**src/logic/dbg_pkg.sv**
```systemverilog
// Shared definitions for the RISC-V external debug subsystem
// DMI map, register layouts, hart-side request and response words, cmderr codes

`default_nettype none

package dbg_pkg;

	localparam int N_HARTS    = 2;
	localparam int XLEN       = 32;
	localparam int DMI_ADDR_W = 9;
	localparam int N_GPR      = 16;
	localparam int HART_IDX_W = $clog2(N_HARTS);
	localparam int GPR_IDX_W  = $clog2(N_GPR);
	localparam int HARTSEL_W  = 10;

	localparam logic [XLEN-1:0] RESET_PC = 32'h0000_0040;

	// DM register addresses on the DMI
	localparam logic [DMI_ADDR_W-1:0] ADDR_DATA0      = 9'h04;
	localparam logic [DMI_ADDR_W-1:0] ADDR_DMCONTROL  = 9'h10;
	localparam logic [DMI_ADDR_W-1:0] ADDR_DMSTATUS   = 9'h11;
	localparam logic [DMI_ADDR_W-1:0] ADDR_HARTINFO   = 9'h12;
	localparam logic [DMI_ADDR_W-1:0] ADDR_ABSTRACTCS = 9'h16;
	localparam logic [DMI_ADDR_W-1:0] ADDR_COMMAND    = 9'h17;

	// Abstract register numbers
	localparam logic [15:0] REGNO_GPR0 = 16'h1000;
	localparam logic [15:0] REGNO_DPC  = 16'h07b1;

	localparam logic [2:0] CMDERR_NONE       = 3'd0;
	localparam logic [2:0] CMDERR_BUSY       = 3'd1;
	localparam logic [2:0] CMDERR_NOTSUP     = 3'd2;
	localparam logic [2:0] CMDERR_EXCEPTION  = 3'd3;
	localparam logic [2:0] CMDERR_HALTRESUME = 3'd4;

	typedef struct packed {
		logic                  psel;
		logic                  penable;
		logic                  pwrite;
		logic [DMI_ADDR_W-1:0] paddr;
		logic [XLEN-1:0]       pwdata;
	} dbg_dmi_req_t;

	typedef struct packed {
		logic [XLEN-1:0] prdata;
		logic            pready;
	} dbg_dmi_rsp_t;

	typedef struct packed {
		logic                 haltreq;
		logic                 resumereq;
		logic                 hartreset;
		logic [2:0]           rsvd_28_26;
		logic [HARTSEL_W-1:0] hartsello;
		logic [13:0]          rsvd_15_2;
		logic                 ndmreset;
		logic                 dmactive;
	} dbg_dmcontrol_t;

	// Access-register form of the command word, cmdtype 0
	typedef struct packed {
		logic [7:0]  cmdtype;
		logic        rsvd_23;
		logic [2:0]  aarsize;
		logic        aarpostincrement;
		logic        postexec;
		logic        transfer;
		logic        write;
		logic [15:0] regno;
	} dbg_command_t;

	typedef struct packed {
		logic halt_req;
		logic resume_req;
		logic reset_req;
	} dbg_hart_ctl_t;

	typedef struct packed {
		logic            valid;
		logic            write;
		logic [15:0]     regno;
		logic [XLEN-1:0] wdata;
	} dbg_acc_req_t;

	typedef struct packed {
		logic            halted;
		logic            running;
		logic            ack;
		logic            err;
		logic [XLEN-1:0] rdata;
	} dbg_hart_rsp_t;

endpackage

`default_nettype wire

```
**src/logic/dbg_dm_regs.sv**
```systemverilog
// Debug module register file behind an APB-style DMI slave
// Holds dmcontrol and resumeack, builds dmstatus and abstractcs, drives hart control

`default_nettype none

module dbg_dm_regs (
	input  wire                                  clk,
	input  wire                                  i_rst,
	input  wire  dbg_pkg::dbg_dmi_req_t          i_dmi,
	output dbg_pkg::dbg_dmi_rsp_t                o_dmi,
	output dbg_pkg::dbg_hart_ctl_t               o_hart_ctl [dbg_pkg::N_HARTS],
	input  wire  dbg_pkg::dbg_hart_rsp_t         i_hart_rsp [dbg_pkg::N_HARTS],
	output logic                                 o_cmd_wen,
	output dbg_pkg::dbg_command_t                o_cmd,
	output logic [dbg_pkg::HARTSEL_W-1:0]        o_hartsel,
	output logic                                 o_data0_wen,
	output logic [dbg_pkg::XLEN-1:0]             o_data0_wdata,
	output logic [2:0]                           o_cmderr_clr,
	input  wire                                  i_busy,
	input  wire  [2:0]                           i_cmderr,
	input  wire  [dbg_pkg::XLEN-1:0]             i_data0
);

	dbg_pkg::dbg_dmcontrol_t dmcontrol;
	dbg_pkg::dbg_dmcontrol_t wr_ctl;
	dbg_pkg::dbg_dmcontrol_t ctl_next;

	logic                            dmi_access;
	logic                            dmi_wr;
	logic                            ctl_write;
	logic [dbg_pkg::N_HARTS-1:0]     resume_hit;
	logic [dbg_pkg::N_HARTS-1:0]     resume_q;
	logic [dbg_pkg::N_HARTS-1:0]     resumeack;
	logic                            sel_ok;
	logic [dbg_pkg::HART_IDX_W-1:0]  sel_idx;
	logic                            sel_halted;
	logic                            sel_running;
	logic                            sel_resack;
	logic [dbg_pkg::XLEN-1:0]        dmstatus;
	logic [dbg_pkg::XLEN-1:0]        abstractcs;
	logic [dbg_pkg::XLEN-1:0]        rdata;

	// Every access phase completes at once, so pready is just the access strobe
	assign dmi_access = i_dmi.psel && i_dmi.penable;
	assign dmi_wr     = dmi_access && i_dmi.pwrite;
	assign ctl_write  = dmi_wr && (i_dmi.paddr == dbg_pkg::ADDR_DMCONTROL);
	assign wr_ctl     = i_dmi.pwdata;

	// Fields other than dmactive only stick while the DM is active
	always_comb begin
		ctl_next          = '0;
		ctl_next.dmactive = wr_ctl.dmactive;
		if (wr_ctl.dmactive) begin
			ctl_next.haltreq   = wr_ctl.haltreq;
			ctl_next.hartreset = wr_ctl.hartreset;
			ctl_next.hartsello = wr_ctl.hartsello;
			ctl_next.ndmreset  = wr_ctl.ndmreset;
		end
	end

	// A resume is only passed on to a hart that is halted right now
	always_comb begin
		for (int h = 0; h < dbg_pkg::N_HARTS; h++) begin
			resume_hit[h] = ctl_write && wr_ctl.dmactive && wr_ctl.resumereq &&
				!wr_ctl.haltreq && (wr_ctl.hartsello == h) && i_hart_rsp[h].halted;
		end
	end

	always_ff @(posedge clk) begin
		if (i_rst) begin
			dmcontrol <= '0;
			resume_q  <= '0;
			resumeack <= '0;
		end else begin
			if (ctl_write) begin
				dmcontrol <= ctl_next;
			end
			resume_q <= resume_hit;
			for (int h = 0; h < dbg_pkg::N_HARTS; h++) begin
				if (resume_hit[h]) begin
					resumeack[h] <= 1'b0;
				end else if (resume_q[h]) begin
					// The hart leaves halt at this same edge
					resumeack[h] <= 1'b1;
				end
			end
		end
	end

	always_comb begin
		for (int h = 0; h < dbg_pkg::N_HARTS; h++) begin
			o_hart_ctl[h].halt_req   = dmcontrol.haltreq && (dmcontrol.hartsello == h);
			o_hart_ctl[h].resume_req = resume_q[h];
			o_hart_ctl[h].reset_req  = dmcontrol.ndmreset ||
				(dmcontrol.hartreset && (dmcontrol.hartsello == h));
		end
	end

	assign sel_ok      = dmcontrol.hartsello < dbg_pkg::N_HARTS;
	assign sel_idx     = dmcontrol.hartsello[dbg_pkg::HART_IDX_W-1:0];
	assign sel_halted  = sel_ok && i_hart_rsp[sel_idx].halted;
	assign sel_running = sel_ok && i_hart_rsp[sel_idx].running;
	assign sel_resack  = sel_ok && resumeack[sel_idx];

	// Only one hart is ever selected, so the any and all bits always agree
	always_comb begin
		dmstatus        = '0;
		dmstatus[3:0]   = 4'd2;
		dmstatus[7]     = 1'b1;
		dmstatus[9:8]   = {2{sel_halted}};
		dmstatus[11:10] = {2{sel_running}};
		dmstatus[15:14] = {2{!sel_ok}};
		dmstatus[17:16] = {2{sel_resack}};
	end

	always_comb begin
		abstractcs        = '0;
		abstractcs[3:0]   = 4'd1;
		abstractcs[10:8]  = i_cmderr;
		abstractcs[12]    = i_busy;
	end

	always_comb begin
		case (i_dmi.paddr)
			dbg_pkg::ADDR_DATA0:      rdata = i_data0;
			dbg_pkg::ADDR_DMCONTROL:  rdata = dmcontrol;
			dbg_pkg::ADDR_DMSTATUS:   rdata = dmstatus;
			dbg_pkg::ADDR_HARTINFO:   rdata = '0;
			dbg_pkg::ADDR_ABSTRACTCS: rdata = abstractcs;
			default:                  rdata = '0;
		endcase
	end

	assign o_dmi.prdata = rdata;
	assign o_dmi.pready = dmi_access;

	// Strobes towards the command engine
	assign o_cmd_wen     = dmi_wr && dmcontrol.dmactive &&
		(i_dmi.paddr == dbg_pkg::ADDR_COMMAND);
	assign o_cmd         = i_dmi.pwdata;
	assign o_hartsel     = dmcontrol.hartsello;
	assign o_data0_wen   = dmi_wr && dmcontrol.dmactive &&
		(i_dmi.paddr == dbg_pkg::ADDR_DATA0);
	assign o_data0_wdata = i_dmi.pwdata;
	assign o_cmderr_clr  = (dmi_wr && (i_dmi.paddr == dbg_pkg::ADDR_ABSTRACTCS)) ?
		i_dmi.pwdata[10:8] : 3'b000;

endmodule

`default_nettype wire

```
**src/logic/dbg_abstract_cmd.sv**
```systemverilog
// Abstract command engine for access-register commands
// Checks each command, runs one access on the selected hart and keeps data0 and cmderr

`default_nettype none

module dbg_abstract_cmd (
	input  wire                                  clk,
	input  wire                                  i_rst,
	input  wire                                  i_cmd_wen,
	input  wire  dbg_pkg::dbg_command_t          i_cmd,
	input  wire  [dbg_pkg::HARTSEL_W-1:0]        i_hartsel,
	input  wire                                  i_data0_wen,
	input  wire  [dbg_pkg::XLEN-1:0]             i_data0_wdata,
	input  wire  [2:0]                           i_cmderr_clr,
	input  wire  dbg_pkg::dbg_hart_rsp_t         i_hart_rsp [dbg_pkg::N_HARTS],
	output dbg_pkg::dbg_acc_req_t                o_acc [dbg_pkg::N_HARTS],
	output logic                                 o_busy,
	output logic [2:0]                           o_cmderr,
	output logic [dbg_pkg::XLEN-1:0]             o_data0
);

	typedef enum logic [1:0] {
		ST_IDLE,
		ST_ISSUE,
		ST_WAIT
	} state_t;

	state_t                          state;
	logic                            xfer_q;
	logic                            write_q;
	logic [15:0]                     regno_q;
	logic [dbg_pkg::HART_IDX_W-1:0]  hart_q;
	logic [dbg_pkg::HART_IDX_W-1:0]  sel_idx;
	logic                            sel_halted;
	logic                            cmd_notsup;
	logic [2:0]                      chk_err;
	logic                            rsp_done;
	logic [2:0]                      new_err;
	dbg_pkg::dbg_hart_rsp_t          rsp;

	assign o_busy     = state != ST_IDLE;
	assign sel_idx    = i_hartsel[dbg_pkg::HART_IDX_W-1:0];
	assign sel_halted = (i_hartsel < dbg_pkg::N_HARTS) && i_hart_rsp[sel_idx].halted;
	assign cmd_notsup = (i_cmd.cmdtype != 8'd0) || (i_cmd.aarsize != 3'd2) ||
		i_cmd.postexec || i_cmd.aarpostincrement;

	// The order of these checks sets which error wins
	always_comb begin
		if (o_busy) begin
			chk_err = dbg_pkg::CMDERR_BUSY;
		end else if (cmd_notsup) begin
			chk_err = dbg_pkg::CMDERR_NOTSUP;
		end else if (!sel_halted) begin
			chk_err = dbg_pkg::CMDERR_HALTRESUME;
		end else begin
			chk_err = dbg_pkg::CMDERR_NONE;
		end
	end

	assign rsp      = i_hart_rsp[hart_q];
	assign rsp_done = (state == ST_WAIT) && xfer_q && rsp.ack;

	always_comb begin
		if (i_cmd_wen && (chk_err != dbg_pkg::CMDERR_NONE)) begin
			new_err = chk_err;
		end else if (rsp_done && rsp.err) begin
			new_err = dbg_pkg::CMDERR_EXCEPTION;
		end else begin
			new_err = dbg_pkg::CMDERR_NONE;
		end
	end

	always_ff @(posedge clk) begin
		if (i_rst) begin
			state    <= ST_IDLE;
			o_cmderr <= dbg_pkg::CMDERR_NONE;
			o_data0  <= '0;
		end else begin
			case (state)
				ST_IDLE:  state <= (i_cmd_wen && (chk_err == dbg_pkg::CMDERR_NONE)) ?
					ST_ISSUE : ST_IDLE;
				ST_ISSUE: state <= ST_WAIT;
				default:  state <= ST_IDLE;
			endcase
			// An error already standing is kept until the debugger clears it
			if ((new_err != dbg_pkg::CMDERR_NONE) && (o_cmderr == dbg_pkg::CMDERR_NONE)) begin
				o_cmderr <= new_err;
			end else begin
				o_cmderr <= o_cmderr & ~i_cmderr_clr;
			end
			if (rsp_done && !rsp.err && !write_q) begin
				o_data0 <= rsp.rdata;
			end else if (i_data0_wen && !o_busy) begin
				o_data0 <= i_data0_wdata;
			end
		end
	end

	// Command fields are latched once at the accepting write
	always_ff @(posedge clk) begin
		if (state == ST_IDLE && i_cmd_wen) begin
			xfer_q  <= i_cmd.transfer;
			write_q <= i_cmd.write;
			regno_q <= i_cmd.regno;
			hart_q  <= sel_idx;
		end
	end

	always_comb begin
		for (int h = 0; h < dbg_pkg::N_HARTS; h++) begin
			o_acc[h].valid = (state == ST_ISSUE) && xfer_q && (hart_q == h);
			o_acc[h].write = write_q;
			o_acc[h].regno = regno_q;
			o_acc[h].wdata = o_data0;
		end
	end

endmodule

`default_nettype wire

```
**src/logic/dbg_hart_shell.sv**
```systemverilog
// Debug-facing shell of one hart, in place of a CPU core
// Reset synchroniser, run/halt state, a free-running dpc and a GPR file for abstract access

`default_nettype none

module dbg_hart_shell (
	input  wire                           clk,
	input  wire                           i_rst,
	input  wire  dbg_pkg::dbg_hart_ctl_t  i_ctl,
	input  wire  dbg_pkg::dbg_acc_req_t   i_acc,
	output dbg_pkg::dbg_hart_rsp_t        o_rsp
);

	logic [1:0]                     rst_pipe;
	logic                           hart_rst;
	logic                           halted;
	logic [dbg_pkg::XLEN-1:0]       dpc;
	logic [dbg_pkg::XLEN-1:0]       gpr [dbg_pkg::N_GPR];
	logic [15:0]                    gpr_off;
	logic [dbg_pkg::GPR_IDX_W-1:0]  gpr_idx;
	logic                           is_gpr;
	logic                           is_dpc;
	logic                           ack;
	logic                           err;
	logic [dbg_pkg::XLEN-1:0]       rdata;

	// System reset asserts at once; any release goes through both flops
	always_ff @(posedge clk) begin
		if (i_rst) begin
			rst_pipe <= 2'b11;
		end else begin
			rst_pipe <= {rst_pipe[0], i_ctl.reset_req};
		end
	end

	assign hart_rst = rst_pipe[1];

	always_ff @(posedge clk) begin
		if (hart_rst) begin
			halted <= 1'b0;
			dpc    <= dbg_pkg::RESET_PC;
		end else if (halted) begin
			if (i_ctl.resume_req) begin
				halted <= 1'b0;
			end
		end else if (i_ctl.halt_req) begin
			halted <= 1'b1;
		end else begin
			// Stand-in for instruction fetch while running
			dpc <= dpc + 32'd4;
		end
	end

	// Below REGNO_GPR0 the offset wraps high, so one compare covers both ends
	assign gpr_off = i_acc.regno - dbg_pkg::REGNO_GPR0;
	assign is_gpr  = gpr_off < dbg_pkg::N_GPR;
	assign gpr_idx = gpr_off[dbg_pkg::GPR_IDX_W-1:0];
	assign is_dpc  = i_acc.regno == dbg_pkg::REGNO_DPC;

	always_ff @(posedge clk) begin
		if (hart_rst) begin
			ack <= 1'b0;
			err <= 1'b0;
			for (int i = 0; i < dbg_pkg::N_GPR; i++) begin
				gpr[i] <= '0;
			end
		end else begin
			ack <= i_acc.valid;
			if (i_acc.valid) begin
				err <= !(is_gpr || is_dpc) || (is_dpc && i_acc.write);
				// x0 is never written, so it keeps the zero from reset
				if (is_gpr && i_acc.write && (gpr_idx != '0)) begin
					gpr[gpr_idx] <= i_acc.wdata;
				end
			end
		end
	end

	always_ff @(posedge clk) begin
		if (i_acc.valid) begin
			if (is_dpc) begin
				rdata <= dpc;
			end else if (is_gpr) begin
				rdata <= gpr[gpr_idx];
			end else begin
				rdata <= '0;
			end
		end
	end

	assign o_rsp.halted  = halted;
	assign o_rsp.running = !halted && !hart_rst;
	assign o_rsp.ack     = ack;
	assign o_rsp.err     = err;
	assign o_rsp.rdata   = rdata;

endmodule

`default_nettype wire

```
**src/logic/dbg_subsys_top.sv**
```systemverilog
// Debug subsystem top: DM registers and command engine driving two hart shells
// The debug transport reaches it over the APB-style DMI

`default_nettype none

module dbg_subsys_top (
	input  wire                          clk,
	input  wire                          i_rst,
	input  wire  dbg_pkg::dbg_dmi_req_t  i_dmi,
	output dbg_pkg::dbg_dmi_rsp_t        o_dmi
);

	wire dbg_pkg::dbg_hart_ctl_t  hart_ctl [dbg_pkg::N_HARTS];
	wire dbg_pkg::dbg_hart_rsp_t  hart_rsp [dbg_pkg::N_HARTS];
	wire dbg_pkg::dbg_acc_req_t   hart_acc [dbg_pkg::N_HARTS];

	wire                            cmd_wen;
	wire dbg_pkg::dbg_command_t     cmd;
	wire [dbg_pkg::HARTSEL_W-1:0]   hartsel;
	wire                            data0_wen;
	wire [dbg_pkg::XLEN-1:0]        data0_wdata;
	wire [2:0]                      cmderr_clr;
	wire                            busy;
	wire [2:0]                      cmderr;
	wire [dbg_pkg::XLEN-1:0]        data0;

	dbg_dm_regs u_dm_regs (
		.clk           (clk),
		.i_rst         (i_rst),
		.i_dmi         (i_dmi),
		.o_dmi         (o_dmi),
		.o_hart_ctl    (hart_ctl),
		.i_hart_rsp    (hart_rsp),
		.o_cmd_wen     (cmd_wen),
		.o_cmd         (cmd),
		.o_hartsel     (hartsel),
		.o_data0_wen   (data0_wen),
		.o_data0_wdata (data0_wdata),
		.o_cmderr_clr  (cmderr_clr),
		.i_busy        (busy),
		.i_cmderr      (cmderr),
		.i_data0       (data0)
	);

	dbg_abstract_cmd u_abstract_cmd (
		.clk           (clk),
		.i_rst         (i_rst),
		.i_cmd_wen     (cmd_wen),
		.i_cmd         (cmd),
		.i_hartsel     (hartsel),
		.i_data0_wen   (data0_wen),
		.i_data0_wdata (data0_wdata),
		.i_cmderr_clr  (cmderr_clr),
		.i_hart_rsp    (hart_rsp),
		.o_acc         (hart_acc),
		.o_busy        (busy),
		.o_cmderr      (cmderr),
		.o_data0       (data0)
	);

	// One shell per hart, each with its own reset synchroniser
	for (genvar h = 0; h < dbg_pkg::N_HARTS; h++) begin : g_hart
		dbg_hart_shell u_hart_shell (
			.clk   (clk),
			.i_rst (i_rst),
			.i_ctl (hart_ctl[h]),
			.i_acc (hart_acc[h]),
			.o_rsp (hart_rsp[h])
		);
	end

endmodule

`default_nettype wire

```
**config.mk**
```make
export PLATFORM = sky130hd
export DESIGN_NAME = dbg_subsys_top
export DESIGN_NICKNAME = d
export VERILOG_FILES = /design/src/logic/dbg_pkg.sv /design/src/logic/dbg_dm_regs.sv /design/src/logic/dbg_abstract_cmd.sv /design/src/logic/dbg_hart_shell.sv /design/src/logic/dbg_subsys_top.sv
export SDC_FILE = /design/constraint.sdc
export NUM_CORES = 2
export LEC_CHECK = 0
export ABC_AREA = 1
export BUFFER_PORTS_ARGS = -buffer_cell sky130_fd_sc_hd__buf_2
export CAP_MARGIN = 20
export CORE_ASPECT_RATIO = 2
export CORE_UTILIZATION = 45
export DETAILED_ROUTE_END_ITERATION = 10
export SYNTH_ARGS = -nofsm -noshare
export SYNTH_HDL_FRONTEND = slang
export SYNTH_HIERARCHICAL = 1
export SYNTH_SLANG_ARGS = --single-unit
```
**constraint.sdc**
```tcl
create_clock -name clk -period 4 [get_ports clk]
set_input_delay 0.2 -clock clk [delete_from_list [all_inputs] [get_ports clk]]
set_output_delay 0.2 -clock clk [all_outputs]
set_load 0.02 [all_outputs]
```
**Word level (Yosys, flattened, before mapping)**

Memory sizes are Yosys's and may differ from the RTL's.
Index checks and enable logic that the tools add are counted.

- Logic and storage cells: 181
- Register bits after elaboration: 212
- Memories: 2
- Memory bits (writable): 1024

- Multiplexer cells: 51
- Bitwise gates (word level): 9
- Add/subtract/negate cells: 3
- $lt $le $gt $ge: 5
- Equal/unequal tests: 11
- Reductions and logical operators: 73

Memories:

| name | depth | bits a word | read ports | clocked after Yosys merged registers in | write ports | line | source |
|---|---|---|---|---|---|---|---|
| g_hart[0].u_hart_shell.gpr | 16 | 32 | 1 | 0 | 16 | dbg_hart_shell.sv:18 | `logic [dbg_pkg::XLEN-1:0] gpr [dbg_pkg::N_GPR];` |
| g_hart[1].u_hart_shell.gpr | 16 | 32 | 1 | 0 | 16 | dbg_hart_shell.sv:18 |  |

Operator list:

| kind | count |
|---|---|
| 32-bit two-way mux | 8 |
| 32-bit case mux with 4 select lines | 1 |
| 36-bit two-way mux | 3 |
| 34-bit two-way mux | 3 |
| 32-bit by 3-bit adder with 32-bit output (second input constant) | 2 |
| 32-bit OR reduction | 2 |
| 1-bit logical AND | 39 |
| 9-bit by 5-bit equality test with 1-bit output (second input constant) | 4 |
| 1-bit two-way mux | 25 |
| 10-bit by 1-bit equality test with 1-bit output (second input constant) | 2 |
| 10-bit logical NOT | 2 |
| 3-bit two-way mux | 6 |
| 16-bit by 11-bit equality test with 1-bit output (second input constant) | 1 |
| 16-bit by 5-bit less-than comparator with 1-bit output (second input constant) | 1 |
| 16-bit by 13-bit subtractor with 16-bit output (second input constant) | 1 |
| 1-bit logical NOT | 10 |
| 10-bit by 2-bit less-than comparator with 1-bit output (second input constant) | 1 |
| 10-bit two-way mux | 1 |
| 9-bit by 3-bit equality test with 1-bit output (second input constant) | 1 |
| 4-bit two-way mux | 2 |
| 8-bit nonzero test | 1 |
| 1-bit logical OR | 7 |
| 3-bit logical NOT | 2 |
| 3-bit nonzero test | 2 |
| other kinds (16) | 25 |

**Longest topological paths before layout**

- Depth after elaboration: 15
- Mapped depth: 15

**Cells and area by module**

The synthesis kept the hierarchy.

By module, submodules not included:

| module | area each (sq um) | seq. area each (sq um) | cells each | times used |
|---|---|---|---|---|
| dbg_hart_shell at g_hart[1].u_hart_shell | 27045.9 | 17036.3 | 2962 | 1 |
| dbg_hart_shell at g_hart[0].u_hart_shell | 25794.7 | 17036.3 | 2697 | 1 |
| dbg_abstract_cmd | 3454.6 | 1311.3 | 482 | 1 |
| dbg_dm_regs | 1916.8 | 360.3 | 297 | 1 |

**Worst setup path after synthesis**

OpenSTA, ideal clock, no wires.

- Path type: register to register
- From: reg u_abstract_cmd.hart_q
- To: mem g_hart[1].u_hart_shell/gpr[12][0] in the netlist's numbering, enable pin
- Data required time: 3.611 ns
- Path slack: -0.321 ns
- Clock period less this slack: 4.321 ns
- Arrival: 3.931 ns
- Path buffers: 4
- Cell stages (with the launch flop): 13
- Path through: edfxtp_1 -> buf_6 -> clkinv_2 -> clkbuf_1 -> nor2_1 -> inv_1 -> nor2_1 -> nand3_1 -> nor2_4 -> buf_12 -> nand3_4 -> buf_6 -> nand2_1

RTL lines:

| element | line | source |
|---|---|---|
| start: declaration | dbg_abstract_cmd.sv:32 | `logic [dbg_pkg::HART_IDX_W-1:0] hart_q;` |
| start signal: assignment | dbg_abstract_cmd.sv:105 | `hart_q <= sel_idx;` |
| end: declaration | dbg_hart_shell.sv:18 |  |

**Worst setup path in the final report**

- From: reg u_abstract_cmd.regno_q[0]
- To: reg g_hart[1].u_hart_shell/rdata[15] in the netlist's numbering, data pin

- Longest elaborated chain between the ends: 4
- Elaborated cells on any way between the ends: 6

Ends and longest elaborated chain:

| element | line | source |
|---|---|---|
| start: declaration | dbg_abstract_cmd.sv:31 | `logic [15:0] regno_q;` |
| start signal: assignment | dbg_abstract_cmd.sv:104 | `regno_q <= i_cmd.regno;` |
| 16-bit by 13-bit subtractor with 16-bit output | dbg_hart_shell.sv:55 | `assign gpr_off = i_acc.regno - dbg_pkg::REGNO_GPR0;` |
| 16-bit by 5-bit less-than comparator with 1-bit output / memory 16 x 32 bit (equally long branches) | - |  |
| 32-bit two-way mux | dbg_hart_shell.sv:83 | `end else if (is_gpr) begin` |
| 32-bit two-way mux * | dbg_hart_shell.sv:81 | `if (is_dpc) begin` |
| end signal: assignment | dbg_hart_shell.sv:82 | `rdata <= dpc;` |
| end signal: assignment | dbg_hart_shell.sv:84 | `rdata <= gpr[gpr_idx];` |
| end: declaration | dbg_hart_shell.sv:25 | `logic [dbg_pkg::XLEN-1:0] rdata;` |

Every way passes the cells marked *; elsewhere a longest branch is shown, timed or not.
A chain may end at the register's enable or synchronous reset.

==> tab_implementation.tex <==
\begin{tabular}{lr}
\hline
Metric & Value \\
\hline
\multicolumn{2}{l}{\textbf{Outcome}} \\
\quad Status & finished, final reports clean \\
\multicolumn{2}{l}{\textbf{Route}} \\
\quad Total iterations of the first detailed-routing run & 6 \\
\quad Total Routed Length & 193000 µm \\
\quad Number of routed nets with antenna violations & 0 \\
\quad Avg WL per Cell & 23.7 µm \\
\quad DRC viols & 0 \\
\quad Total via count after detailed routing & around 44k \\
\quad First DRT Iteration DRCs & around 4.2k \\
\quad Via density per instance & 5.43 \\
\multicolumn{2}{l}{\textbf{Clock network}} \\
\quad Cell at the root of the clock tree & sky130\_fd\_sc\_hd\_\_clkbuf\_16 \\
\quad CTS buffer count & 105 \\
\quad Number of clock sinks & between 1k and 1.5k \\
\quad Worst-path clk slew & approximately 0.07 ns \\
\quad Worst-case clock buffer depth & 3 \\
\quad Postcts setup bufs & 0 \\
\quad H-tree depth & 3 \\
\quad TritonCTS clock tree & yes \\
\quad Number of gates resized after cts & 0 \\
\quad Clock network latency to the later pin of the worst-skew pair & 0.74 ns \\
\multicolumn{2}{l}{\textbf{Power}} \\
\quad Fraction of power consumed by sequential logic & 55.4\% \\
\quad Psw & 0.00556 W \\
\quad Worst vdd rail ir drop & 0.350 mV \\
\quad Cell leakage power & between 20 and 25 nW \\
\quad Portion of total power attributed to the clock network & 41.8\% \\
\quad Switch share & between 20\% and 30\% \\
\quad Pwr per Cell Area & 408 mW/mm² \\
\quad Internal power & 0.0203 W \\
\quad Combinational share of power & approximately 2.8\% \\
\multicolumn{2}{l}{\textbf{STA}} \\
\quad Slew headroom & 26.0\% \\
\quad Maximum clock frequency & 0.316 GHz \\
\quad Measured slew at the worst slew-check pin & 1.11 ns \\
\quad Setup repair after global routing missed its margin & false \\
\quad Total negative slack & 0 ns \\
\quad Final hold viol count & 0 \\
\quad Count of endpoints failing setup in the final report & 0 \\
\quad Fin. max-slew vios & 0 \\
\quad Worst Hold Margin & between 0.05 and 0.06 ns \\
\quad Final worst path period share & slightly below 80\% \\
\quad Clock tree skew after final layout & approximately 0.029 ns \\
\quad Clock period minus final worst setup slack & between 3 and 4 ns \\
\multicolumn{2}{l}{\textbf{Final layout}} \\
\quad Area Overhead vs Synth & 8.94\% \\
\quad Share of cells above drive strength 1 & 8.62\% \\
\quad Cell Count, Final, Fillers Out & 8118 \\
\quad Number of fill cells in the layout & roughly 12k \\
\quad Final nets & 6379 \\
\multicolumn{2}{l}{\textbf{GRT}} \\
\quad First-pass GRT wire length & 281000 µm \\
\quad Via count of the first global-routing pass & 43.4k \\
\quad Number of antenna violations at the first check in global routing & 7 \\
\quad Maximum number of pins on one net before global-route repair & 109 \\
\quad Total GRT Usage & slightly below 30\% \\
\quad GR Overflow Total & 0 \\
\multicolumn{2}{l}{\textbf{Synth}} \\
\quad Post-Synthesis Cell Area & $\sim$0.058 mm² \\
\quad Post-synthesis area per instance & around 9.0 µm² \\
\quad Yosys Warn Count & 6 \\
\quad Cell count after synthesis & 6437 \\
\multicolumn{2}{l}{\textbf{Setup path}} \\
\quad Worst endpoint required time & 4.52 ns \\
\quad Startpoint Class & flop \\
\quad Largest fanout on the critical path & 54 \\
\quad Worst EP arrival & 3.68 ns \\
\quad Critical path endpoint category & flop \\
\quad Worst setup path class & flop to flop \\
\multicolumn{2}{l}{\textbf{Placement}} \\
\quad IO Port Bufs & 78 \\
\quad Dpl hpwl & 124000 µm \\
\quad RD Place Congestion & 0.940 \\
\quad Inst Count DP & 7878 \\
\multicolumn{2}{l}{\textbf{Die}} \\
\quad Area of the core & 0.128 mm² \\
\quad Floorplan die area & 0.131 mm² \\
\quad Number of placement rows & between 150 and 200 \\
\quad Vert. Die Dim & around 510 µm \\
\quad Ports placed on the boundary & 79 \\
\quad Initial core utilization & 45.3\% \\
\quad Width of the chip & about 260 µm \\
\multicolumn{2}{l}{\textbf{Job}} \\
\quad Max-cap viol count & 0 \\
\multicolumn{2}{l}{\textbf{Hold path}} \\
\quad Worst min-delay path category & primary input to flop \\
\hline
\end{tabular}
[sequential cells by signal, indices dropped and copies added, names as in the netlist, 2 cells and up]
signal and count:
u_dm_regs/o_hartsel 10, g_hart.u_hart_shell/rdata 64, u_dm_regs/resume_q 2, u_abstract_cmd/regno_q 16, u_dm_regs/resumeack 2, u_dm_regs/dmcontrol 4, u_abstract_cmd/o_cmderr 3, g_hart.u_hart_shell/err 2
u_abstract_cmd/state 2, g_hart.u_hart_shell/dpc 60, g_hart.u_hart_shell/rst_pipe 4, g_hart.u_hart_shell/halted 2, g_hart.u_hart_shell/ack 2, g_hart.u_hart_shell/gpr 1024, u_abstract_cmd/o_data0 32
[power groups by stage]
| stage | combinational, W | clock (W) | sequential, W |
|---|---|---|---|
| floorplan | 0.000355 | 0 | 0.0146 |
| global placement | 0.000671 | 0 | 0.0146 |
| detailed placement | 0.000679 | 0 | 0.0146 |
| CTS | 0.000711 | 0.0109 | 0.0143 |
| global route | 0.000758 | 0.0113 | 0.0144 |
| finish | 0.000722 | 0.0108 | 0.0143 |
[per-layer routing]
layer,up-vias,global-route usage [%],wire (µm)
li1,20200,-,-
met1,21300,31.8,66800
met2,1953,53.2,99600
met3,609,3.91,12600
met4,4,18.5,13700
met5,-,0,24
[layout make-up]
class | count | area [µm²] | area share (%)
timing repair buffer | 271 | 2240 | 3.53
clock inverter | 74 | 788 | 1.24
multi-input combinational | 4295 | 18100 | 28.6
clock buffer | 121 | 2750 | 4.34
sequential | 1232 | 35700 | 56.4
antenna | 7 | 17.5 | 0.0276
inverter | 426 | 1610 | 2.54
tap | 1692 | 2120 | 3.34
[critical path: stages (launching register included)]
cell	delay, ns
sky130_fd_sc_hd__edfxtp_1	0.42
sky130_fd_sc_hd__buf_4	0.38
sky130_fd_sc_hd__buf_4	0.53
sky130_fd_sc_hd__buf_4	0.60
sky130_fd_sc_hd__nor2_1	0.10
sky130_fd_sc_hd__o21ai_0	0.17
sky130_fd_sc_hd__nand2_1	0.09
sky130_fd_sc_hd__nand2_1	0.06
sky130_fd_sc_hd__nand3_1	0.19
sky130_fd_sc_hd__o21bai_1	0.32
[stage by stage]
stage	power [W]	util (%)	cell area (µm²)	worst slack [ns]
4_1_cts	0.0260	49.3	63400	0.867
3_5_place_dp	0.0153	46.3	59500	0.905
6_report	0.0259	49.4	63400	0.839
5_1_grt	0.0264	49.3	63400	0.651
3_3_place_gp	0.0153	46.3	59500	0.917
2_1_floorplan	0.0150	-	58400	0.237
[what timing repair did]
| item | CTS | global route |
|---|---|---|
| setup endpoints to repair | 0 | 0 |
| hold endpoints to repair | 71 | 0 |
| hold buffers | 37 | 0 |
[worst paths after layout]
| kind | start | end | slack, ns | cells after the start |
|---|---|---|---|---|
| worst min-delay path | i_dmi[33] | u_dm_regs/dmcontrol[0] | 0.06 | 6 |
| worst max-delay path | u_abstract_cmd/regno_q[0] | g_hart[1].u_hart_shell/rdata[15] | 0.84 | 9 |
| worst min register to register | g_hart[0].u_hart_shell/rst_pipe[0] | g_hart[0].u_hart_shell/rst_pipe[1] | 0.41 | 1 |
| worst max register to register | u_abstract_cmd/regno_q[0] | g_hart[1].u_hart_shell/rdata[15] | 0.84 | 9 |
[cells in the final DEF (no fill, tap or decap), types with 6 or more instances in the layout]
master,count
sky130_fd_sc_hd__buf_2,78
sky130_fd_sc_hd__nand3b_1,8
sky130_fd_sc_hd__nand4_1,50
sky130_fd_sc_hd__a22o_1,8
sky130_fd_sc_hd__nor2_2,44
sky130_fd_sc_hd__conb_1,64
sky130_fd_sc_hd__o21ai_1,42
sky130_fd_sc_hd__inv_2,6
sky130_fd_sc_hd__edfxtp_1,1107
sky130_fd_sc_hd__nand3_1,111
sky130_fd_sc_hd__inv_6,7
sky130_fd_sc_hd__clkinv_2,30
sky130_fd_sc_hd__clkbuf_1,11
sky130_fd_sc_hd__buf_12,23
sky130_fd_sc_hd__bufinv_16,14
sky130_fd_sc_hd__nor2_1,1952
sky130_fd_sc_hd__o21ai_0,304
sky130_fd_sc_hd__nand3_4,21
sky130_fd_sc_hd__or2_2,6
sky130_fd_sc_hd__clkbuf_16,106
sky130_fd_sc_hd__clkinv_1,15
sky130_fd_sc_hd__a21oi_1,50
sky130_fd_sc_hd__inv_1,414
sky130_fd_sc_hd__nand2_1,1426
sky130_fd_sc_hd__buf_4,132
sky130_fd_sc_hd__diode_2,7
sky130_fd_sc_hd__nand3_2,11
sky130_fd_sc_hd__dlygate4sd3_1,37
sky130_fd_sc_hd__a31oi_1,33
sky130_fd_sc_hd__nor2_4,13
sky130_fd_sc_hd__nand2_2,31
sky130_fd_sc_hd__nor3_1,25
sky130_fd_sc_hd__o21bai_1,59
sky130_fd_sc_hd__dfxtp_1,123
Note: power is estimated with default switching activity, not from simulation.
